[src/source/core_settings.svh]
// Width, register count, APB address map and counter width macros
`ifndef CORE_SETTINGS_SVH
`define CORE_SETTINGS_SVH

//////////////////////////////////////////////////////////////////////
// Datapath
//////////////////////////////////////////////////////////////////////
`define CORE_XLEN          32      // Data word width
`define CORE_REG_NUM       32      // General purpose registers
`define CORE_REG_AW        5       // Register index width

//////////////////////////////////////////////////////////////////////
// APB address map
//////////////////////////////////////////////////////////////////////
`define CORE_APB_AW        8       // APB address width

// Instruction issue, write only
`define CORE_ADDR_INSTR    8'h00
`define CORE_ADDR_RETIRED  8'h04   // Retired count, read only

// Register window, x0 at base, xN at base + 4*N
`define CORE_ADDR_GPR_BASE 8'h80

`define CORE_RETIRED_W     16      // Retired counter width

`endif
[src/source/gpr_if.sv]
// Register file interface with regfile, exec and monitor modports
`timescale 1ns/1ns
`include "core_settings.svh"

interface gpr_if;

    // Read port 0
    logic [`CORE_REG_AW-1:0] rs1_addr;
    logic [`CORE_XLEN-1:0]   rs1_data;

    // Read port 1
    logic [`CORE_REG_AW-1:0] rs2_addr;
    logic [`CORE_XLEN-1:0]   rs2_data;

    // Write port
    logic                    we;
    logic [`CORE_REG_AW-1:0] wr_addr;
    logic [`CORE_XLEN-1:0]   wr_data;

    // Register array side
    modport regfile (
        input  rs1_addr, rs2_addr, we, wr_addr, wr_data,
        output rs1_data, rs2_data
    );

    // Execute side, owns addresses and write port
    modport exec (
        output rs1_addr, rs2_addr, we, wr_addr, wr_data,
        input  rs1_data, rs2_data
    );

    modport monitor (                                   // Observe only
        input rs1_addr, rs1_data, rs2_addr, rs2_data, we, wr_addr, wr_data
    );

endinterface

[src/source/gpr.sv]
// 32 x 32-bit general purpose register file, x0 tied to zero, write bypass
`timescale 1ns/1ns
`include "core_settings.svh"

module gpr (
    input  logic clk,
    input  logic rst_n,
    gpr_if.regfile rf        // Two reads, one write
);

    // Storage, no reset on contents
    logic [`CORE_XLEN-1:0] mem [`CORE_REG_NUM];

    //////////////////////////////////////////////////////////////////////
    // Read ports
    //////////////////////////////////////////////////////////////////////

    // Port 0
    // x0 first, then same-cycle write, then array
    assign rf.rs1_data =
        (rf.rs1_addr == '0)                    ? '0         :
        (rf.we && (rf.wr_addr == rf.rs1_addr)) ? rf.wr_data :
                                                 mem[rf.rs1_addr];

    // Port 1, same priority
    assign rf.rs2_data =
        (rf.rs2_addr == '0)                    ? '0         :
        (rf.we && (rf.wr_addr == rf.rs2_addr)) ? rf.wr_data :
                                                 mem[rf.rs2_addr];

    //////////////////////////////////////////////////////////////////////
    // Write port
    //////////////////////////////////////////////////////////////////////

    always_ff @(posedge clk) begin
        // No writes while held in reset
        if (rst_n && rf.we) begin
            mem[rf.wr_addr] <= rf.wr_data;   // x0 written harmlessly, reads mask it
        end
    end

endmodule

[src/flat_wrapper.sv]
// flat-port wrapper written by rule: the top's interface ports become plain ports
module gpr_flat 
  (clk, rst_n, rf_rs1_addr, rf_rs2_addr, rf_we, rf_wr_addr, rf_wr_data, rf_rs1_data, rf_rs2_data);
  gpr_if rf_i ();
  input  logic clk;
  input  logic rst_n;
  input wire logic [$bits(rf_i.rs1_addr)-1:0] rf_rs1_addr;
  input wire logic [$bits(rf_i.rs2_addr)-1:0] rf_rs2_addr;
  input wire logic [$bits(rf_i.we)-1:0] rf_we;
  input wire logic [$bits(rf_i.wr_addr)-1:0] rf_wr_addr;
  input wire logic [$bits(rf_i.wr_data)-1:0] rf_wr_data;
  output wire logic [$bits(rf_i.rs1_data)-1:0] rf_rs1_data;
  output wire logic [$bits(rf_i.rs2_data)-1:0] rf_rs2_data;
  assign rf_i.rs1_addr = rf_rs1_addr;
  assign rf_i.rs2_addr = rf_rs2_addr;
  assign rf_i.we = rf_we;
  assign rf_i.wr_addr = rf_wr_addr;
  assign rf_i.wr_data = rf_wr_data;
  assign rf_rs1_data = rf_i.rs1_data;
  assign rf_rs2_data = rf_i.rs2_data;
  gpr u_core (.clk(clk), .rst_n(rst_n), .rf(rf_i));
endmodule
[config.mk]
export PLATFORM = sky130hd
export DESIGN_NAME = gpr_flat
export DESIGN_NICKNAME = d
export VERILOG_FILES = /design/src/source/gpr_if.sv /design/src/source/gpr.sv /design/src/flat_wrapper.sv
export VERILOG_INCLUDE_DIRS = /design/src /design/src/source
export SDC_FILE = /design/constraint.sdc
export NUM_CORES = 1
export LEC_CHECK = 0
export BUFFER_PORTS_ARGS = -buffer_cell sky130_fd_sc_hd__buf_4
export CAP_MARGIN = 20
export CORE_MARGIN = 2
export CORE_UTILIZATION = 50
export CTS_BUF_LIST = sky130_fd_sc_hd__clkbuf_4
export CTS_CLUSTER_DIAMETER = 80
export DETAILED_ROUTE_END_ITERATION = 12
export GPL_TIMING_DRIVEN = 0
export PLACE_DENSITY = 0.66
export REMOVE_ABC_BUFFERS = 1
export SETUP_SLACK_MARGIN = 0.5
export SLEW_MARGIN = 20
export SYNTH_ARGS = -nofsm -noshare
export SYNTH_HDL_FRONTEND = slang
export SYNTH_SLANG_ARGS = --single-unit
[constraint.sdc]
create_clock -name clk -period 5.8 [get_ports clk]
set_input_delay 0.58 -clock clk [delete_from_list [all_inputs] [get_ports clk]]
set_output_delay 0.58 -clock clk [all_outputs]
set_load 0.02 [all_outputs]
Yosys cells after proc, flatten, opt, wreduce, memory -nomap -nowiden:

Memories as Yosys holds them, arrays and structs flattened.
Cells that the tools add are included.

* register bits after elaboration: 0
* bits in latches: 0
* RAM bits: 1024
* bits in read-only memories: 0
* input bits: 50
* output and inout bits: 64
* word-level logic and storage cells: 14
* memories kept: 1

* $add $sub $neg: 0
* $mul: 0
* divide/modulo/power cells: 0
* $lt $le $gt $ge: 0
* equality and inequality tests: 2
* shift-type cells: 0
* mux-type cells: 6
* bitwise operators: 0
* reductions and logical operators: 5

Memories
* u_core.mem: depth 32, bits a word 32, read ports 2, clocked after Yosys merged registers in 0, write ports 1, line gpr.sv:12 `` logic [`CORE_XLEN-1:0] mem [`CORE_REG_NUM]; ``

Operators by type and width (count)
* 32-bit 2-to-1 mux: 4
* 5-bit equality test: 2
* 5-bit logical NOT: 2
* 1-bit logical AND: 3
* 1-bit 2-to-1 mux: 2

Depth between registers and ports, before layout:

* word-level depth: 4
* mapped depth: 9
* mapped depth without buffers: 5

Worst setup path before layout:

OpenSTA, ideal clock, no wires.

* path type: input-to-reg
* start: input rf_wr_addr[0]
* end: memory u_core.mem[12][0] (netlist bit), enable pin
* library setup time: 0.421 ns
* arrival: 2.656 ns
* required time: 5.379 ns
* setup slack: 2.723 ns
* stages: 4
* cells stage by stage: clkbuf_1 -> or3_1 -> clkbuf_1 -> nor2_1

RTL lines
* start, declared: line flat_wrapper.sv:10 `input wire logic [$bits(rf_i.wr_addr)-1:0] rf_wr_addr;`
* end, declared: line gpr.sv:12

Straight into the memory's write port.

Worst setup path after layout:

* start: input rf_rs1_addr[0]
* end: output rf_rs1_data[6]

* cells in the longest elaborated chain, start to end: 4
* elaborated cells between the ends (all ways): 6

RTL lines
* start, declared: line flat_wrapper.sv:7 `input wire logic [$bits(rf_i.rs1_addr)-1:0] rf_rs1_addr;`
* branches (longest 3 deep; another with memory 32 x 32 bit)
* 32-bit 2-to-1 mux (*): line gpr.sv:21 `(rf.rs1_addr == '0) ? '0 :`
* end, declared: line flat_wrapper.sv:12 `output wire logic [$bits(rf_i.rs1_data)-1:0] rf_rs1_data;`

Every way passes the cells marked *.

==> metrics.txt <==
# TYPE chip_impl_metric gauge
chip_impl_metric{name="die_h",unit="um"} 311.7
chip_impl_info{name="synth_largest_area_cell",value="sky130_fd_sc_hd__edfxtp_1"} 1
chip_impl_info{name="clockRootBuffer",value="sky130_fd_sc_hd__clkbuf_4"} 1
chip_impl_info{name="worst-setup-path-type",value="primary input to output pin"} 1
chip_impl_metric{name="number_of_antenna_violations_at_the_first_check_in_global_routing",unit=""} 6
chip_impl_metric{name="leakagePower",unit="nW"} 17.81
chip_impl_metric{name="layout.area.seq",unit="um^2"} 30750
chip_impl_metric{name="final-hold-violation-count",unit=""} 0
chip_impl_metric{name="detailedRoute.firstPassIterationCount",unit=""} 6
chip_impl_metric{name="synth_seq_cells",unit=""} 1024
chip_impl_metric{name="vias_in_the_first_global_route",unit=""} 30780
chip_impl_info{name="min-delay-path-class",value="primary input to flop"} 1
chip_impl_metric{name="io_pins",unit=""} 114
chip_impl_metric{name="detailedRoute.firstIterationViolations",unit=""} 4345
chip_impl_info{name="reg.largest.list",value="u_core.mem x1024"} 1
chip_impl_metric{name="grt_first_pass_wirelength",unit="um"} 211800
chip_impl_info{name="cpLargestDelayFamily",value="buffers and inverters"} 1
chip_impl_metric{name="cts.repair_timing.setup_buffer_count",unit=""} 0
chip_impl_metric{name="cts.htree.levels",unit=""} 5
chip_impl_metric{name="slew_headroom",unit="%"} 18.80
chip_impl_info{name="critPathLaunchType",value="primary input"} 1
chip_impl_metric{name="site_row_count",unit=""} 112
chip_impl_metric{name="start_util",unit="%"} 50.57
chip_impl_metric{name="synth.distinct_cells",unit=""} 53
chip_impl_info{name="critical_path.cell_chain",value="buf_8 > buf_16 > buf_16 > buf_16 > xnor2_1 > nand4_1 > nor3_1 > nor2b_4 > buf_16 > a32o_1 > buf_4"} 1
chip_impl_metric{name="die-area",unit="um^2"} 97150
chip_impl_metric{name="clock_tree.buffer_depth",unit=""} 4
chip_impl_metric{name="fin_crit_sh",unit="%"} 87.61
chip_impl_info{name="rsz0062_at_grt",value="no"} 1
chip_impl_info{name="yosys-top-cells-area",value="sky130_fd_sc_hd__edfxtp_1 65%, sky130_fd_sc_hd__mux4_2 22%, sky130_fd_sc_hd__o22ai_1 2.2%"} 1
chip_impl_metric{name="synthesis.area",unit="um^2"} 47340
chip_impl_metric{name="max_slew_violation_total_from_the_final_report",unit=""} 0
chip_impl_metric{name="cts.repair.resized",unit=""} 0
chip_impl_metric{name="fillerInstances",unit=""} 6802
chip_impl_info{name="crit_path_frequent_cell",value="sky130_fd_sc_hd__buf_16"} 1
chip_impl_metric{name="synth_enable_flop_cells",unit=""} 1024
chip_impl_metric{name="cell_count_after_placement",unit=""} 3688
chip_impl_metric{name="io_buffer_count",unit=""} 113
chip_impl_metric{name="crit_buf_inv",unit=""} 6
chip_impl_metric{name="synthesis.instances",unit=""} 2393
chip_impl_metric{name="count_of_final_setup_violators",unit=""} 0
chip_impl_metric{name="floorplan.die.width",unit="um"} 311.7
chip_impl_metric{name="dp_slack",unit="ns"} 0.8081
chip_impl_info{name="outcome",value="completed"} 1
chip_impl_info{name="critPathSlowestCell",value="sky130_fd_sc_hd__nor2b_4"} 1
chip_impl_metric{name="maxClockFrequency",unit="GHz"} 0.1968
chip_impl_metric{name="ys.warnings.count",unit=""} 0
chip_impl_metric{name="finalNetCount",unit=""} 2803
chip_impl_metric{name="synth_top_area_share",unit="%"} 64.96
chip_impl_metric{name="path_clk_slew",unit="ns"} 0.07
chip_impl_metric{name="tritoncts.num_buffers",unit=""} 285
chip_impl_metric{name="max-cap-violations",unit=""} 0
chip_impl_metric{name="critical_path.max_fanout",unit=""} 54
chip_impl_metric{name="timing_worst_slew_pin_value",unit="ns"} 1.214
chip_impl_metric{name="syn2layout_area_growth",unit="%"} 17.51
chip_impl_metric{name="postSynthAreaPerCell",unit="um^2"} 19.78
chip_impl_metric{name="largest_register_ff_count",unit=""} 1024
chip_impl_metric{name="fraction_of_final_layout_cells_with_drive_strength_greater_than_1",unit="%"} 39.71
chip_impl_metric{name="timing.final.ws_setup",unit="ns"} 0.7184
chip_impl_metric{name="crit_required",unit="ns"} 5.22
chip_impl_metric{name="gp_congestion",unit=""} 0.7758
chip_impl_metric{name="synthArstFlopShare",unit="%"} 0
chip_impl_metric{name="placeableCoreArea",unit="um^2"} 93610
chip_impl_metric{name="vdd_ir_drop_max",unit="mV"} 0.1845
chip_impl_info{name="synth_ff_type",value="sky130_fd_sc_hd__edfxtp_1"} 1
chip_impl_metric{name="via_count",unit=""} 29400
chip_impl_metric{name="power_density",unit="nW/um^2"} 284.4
chip_impl_metric{name="hpwl",unit="um"} 94080
chip_impl_metric{name="finalWorstPathRequiredPeriod",unit="ns"} 5.082
chip_impl_metric{name="critical_path_arrival",unit="ns"} 4.50
chip_impl_metric{name="drcViolationCount",unit=""} 0
chip_impl_metric{name="antenna_violating_nets_post_route",unit=""} 0
chip_impl_info{name="clock_tree_from_tritoncts",value="yes"} 1
chip_impl_metric{name="grt_usage",unit="%"} 30.57
chip_impl_metric{name="grt_max_degree",unit=""} 79
chip_impl_metric{name="grt_overflow",unit=""} 0
chip_impl_info{name="regMostFlops",value="u_core.mem"} 1
chip_impl_metric{name="wirelength",unit="um"} 148000
chip_impl_metric{name="routedWlPerCell",unit="um"} 35.38
chip_impl_metric{name="critPathMaxStageDelay",unit="ns"} 0.67
chip_impl_metric{name="area_of_the_multi_input_gates",unit="um^2"} 15810
chip_impl_metric{name="numClockSinks",unit=""} 1024
chip_impl_metric{name="fin_cells",unit=""} 4182
chip_impl_metric{name="post_drt_via_cell_ratio",unit=""} 7.029
chip_impl_info{name="crit_path_end_kind",value="output pin"} 1
chip_impl_metric{name="ys_seq_area_share",unit="%"} 64.96
==> metrics by stage <==
step	hold slack [ns]	TNS [ns]	total power (W)	cell area (um^2)	util [%]
final	0.2486	0	0.01582	55630	59.42
after global routing	0.1922	0	0.01638	55620	59.42
after CTS	0.1386	0	0.01592	55620	59.41
after detailed placement	1.001	0	0.009850	52060	55.61
after global placement	0.9884	-245.93	0.009827	48650	51.97
after floorplan	0.6789	0	0.009068	46230	-
==> placed cells by master, fill, tap and decap left out, types with 9 or more instances in the layout <==
| cell type | count |
|---|---|
| sky130_fd_sc_hd__nand2_1 | 30 |
| sky130_fd_sc_hd__mux4_2 | 460 |
| sky130_fd_sc_hd__o221a_1 | 12 |
| sky130_fd_sc_hd__a22oi_1 | 65 |
| sky130_fd_sc_hd__clkinv_2 | 9 |
| sky130_fd_sc_hd__dlygate4sd3_1 | 32 |
| sky130_fd_sc_hd__buf_4 | 110 |
| sky130_fd_sc_hd__a21oi_1 | 19 |
| sky130_fd_sc_hd__a2111oi_0 | 11 |
| sky130_fd_sc_hd__buf_16 | 90 |
| sky130_fd_sc_hd__buf_12 | 17 |
| sky130_fd_sc_hd__clkbuf_4 | 387 |
| sky130_fd_sc_hd__mux2i_1 | 72 |
| sky130_fd_sc_hd__a221o_1 | 9 |
| sky130_fd_sc_hd__nor2_4 | 37 |
| sky130_fd_sc_hd__clkinv_1 | 54 |
| sky130_fd_sc_hd__buf_8 | 12 |
| sky130_fd_sc_hd__o22ai_1 | 164 |
| sky130_fd_sc_hd__mux2_1 | 54 |
| sky130_fd_sc_hd__edfxtp_1 | 1024 |
| sky130_fd_sc_hd__buf_6 | 9 |
| sky130_fd_sc_hd__nor2_1 | 83 |
| sky130_fd_sc_hd__a32o_1 | 32 |
==> kinds of logic (layout without fill, tap and decap cells) <==
kind of cell	count (synthesis)	count (layout)	share of synthesized area [%]
simple gates	202	202	1.900
other cells	0	4	0
flops	1024	1024	64.96
compound gates	362	362	5.596
xor+xnor	10	10	0.1850
buf+inv	200	731	2.360
mux	595	595	25.00
==> tightest hold or removal path, cell delays in order <==
cell	delay, ns
sky130_fd_sc_hd__buf_4	0.15
sky130_fd_sc_hd__or3b_2	0.28
sky130_fd_sc_hd__nor2_4	0.17
==> layer usage <==
layer / vias to the layer above / part of all wire (%) / GRT usage [%]
met5: - / 0.013 / 0
met4: 4 / 4.2 / 13.41
met3: 424 / 11 / 7.460
met2: 2142 / 49 / 49.08
met1: 15390 / 36 / 40.02
li1: 11430 / - / -
==> cell type report <==
class	count	share of cell area [%]
clock buffer	387	5.223
antenna	4	0.01799
sequential	1024	55.28
timing repair buffer	270	7.632
clock inverter	71	0.5938
multi-input combinational	1169	28.41
tap	1254	2.821
inverter	3	0.02024
==> power breakdown <==
group | internal (W) | switching [W] | leakage, nW
clock network | 0.00315 | 0.00294 | 1.95
logic | 0.000648 | 0.000864 | 6.64
registers | 0.00819 | 0.0000219 | 9.21
total | 0.0120 | 0.00383 | 17.8
==> synth_stat cells (3+ instances only) <==
master / count
sky130_fd_sc_hd__o21ai_0: 8
sky130_fd_sc_hd__nor4_1: 6
sky130_fd_sc_hd__edfxtp_1: 1024
sky130_fd_sc_hd__mux4_2: 460
sky130_fd_sc_hd__nand4_1: 3
sky130_fd_sc_hd__a221o_1: 9
sky130_fd_sc_hd__nor2_1: 120
sky130_fd_sc_hd__nor2b_1: 3
sky130_fd_sc_hd__nand3_1: 9
sky130_fd_sc_hd__nand3b_1: 7
sky130_fd_sc_hd__mux4_1: 3
sky130_fd_sc_hd__nand2b_1: 3
sky130_fd_sc_hd__mux2_1: 54
sky130_fd_sc_hd__o211a_1: 4
sky130_fd_sc_hd__o221a_1: 12
sky130_fd_sc_hd__o22ai_1: 164
sky130_fd_sc_hd__clkbuf_1: 77
sky130_fd_sc_hd__inv_1: 3
sky130_fd_sc_hd__buf_1: 13
sky130_fd_sc_hd__o211ai_1: 8
sky130_fd_sc_hd__a22oi_1: 65
sky130_fd_sc_hd__a32o_1: 32
sky130_fd_sc_hd__o21ai_1: 3
sky130_fd_sc_hd__mux2_2: 6
sky130_fd_sc_hd__buf_8: 3
sky130_fd_sc_hd__a21oi_1: 19
sky130_fd_sc_hd__a211o_1: 3
sky130_fd_sc_hd__xnor2_1: 8
sky130_fd_sc_hd__mux2i_1: 72
sky130_fd_sc_hd__nand2_1: 31
sky130_fd_sc_hd__buf_6: 22
sky130_fd_sc_hd__buf_4: 26
sky130_fd_sc_hd__a21boi_1: 3
sky130_fd_sc_hd__a2111oi_0: 11
sky130_fd_sc_hd__or3b_2: 4
sky130_fd_sc_hd__buf_2: 56
sky130_fd_sc_hd__nor3_1: 4
sky130_fd_sc_hd__a221oi_1: 7
sky130_fd_sc_hd__o2111ai_1: 7
sky130_fd_sc_hd__or3_1: 4
==> worst paths after layout <==
kind,start,end,depth (start not counted)
worst max-delay path,rf_rs1_addr[0],rf_rs1_data[6],11
worst min-delay path,rf_wr_addr[4],u_core.mem[5][0],3
==> what timing repair did <==
item | CTS | global route
setup endpoints to repair | 0 | 0
hold buffers | 32 | 0
endpoints found under the hold margin | 1024 | 0
Note: power is estimated with default switching activity, not from simulation.
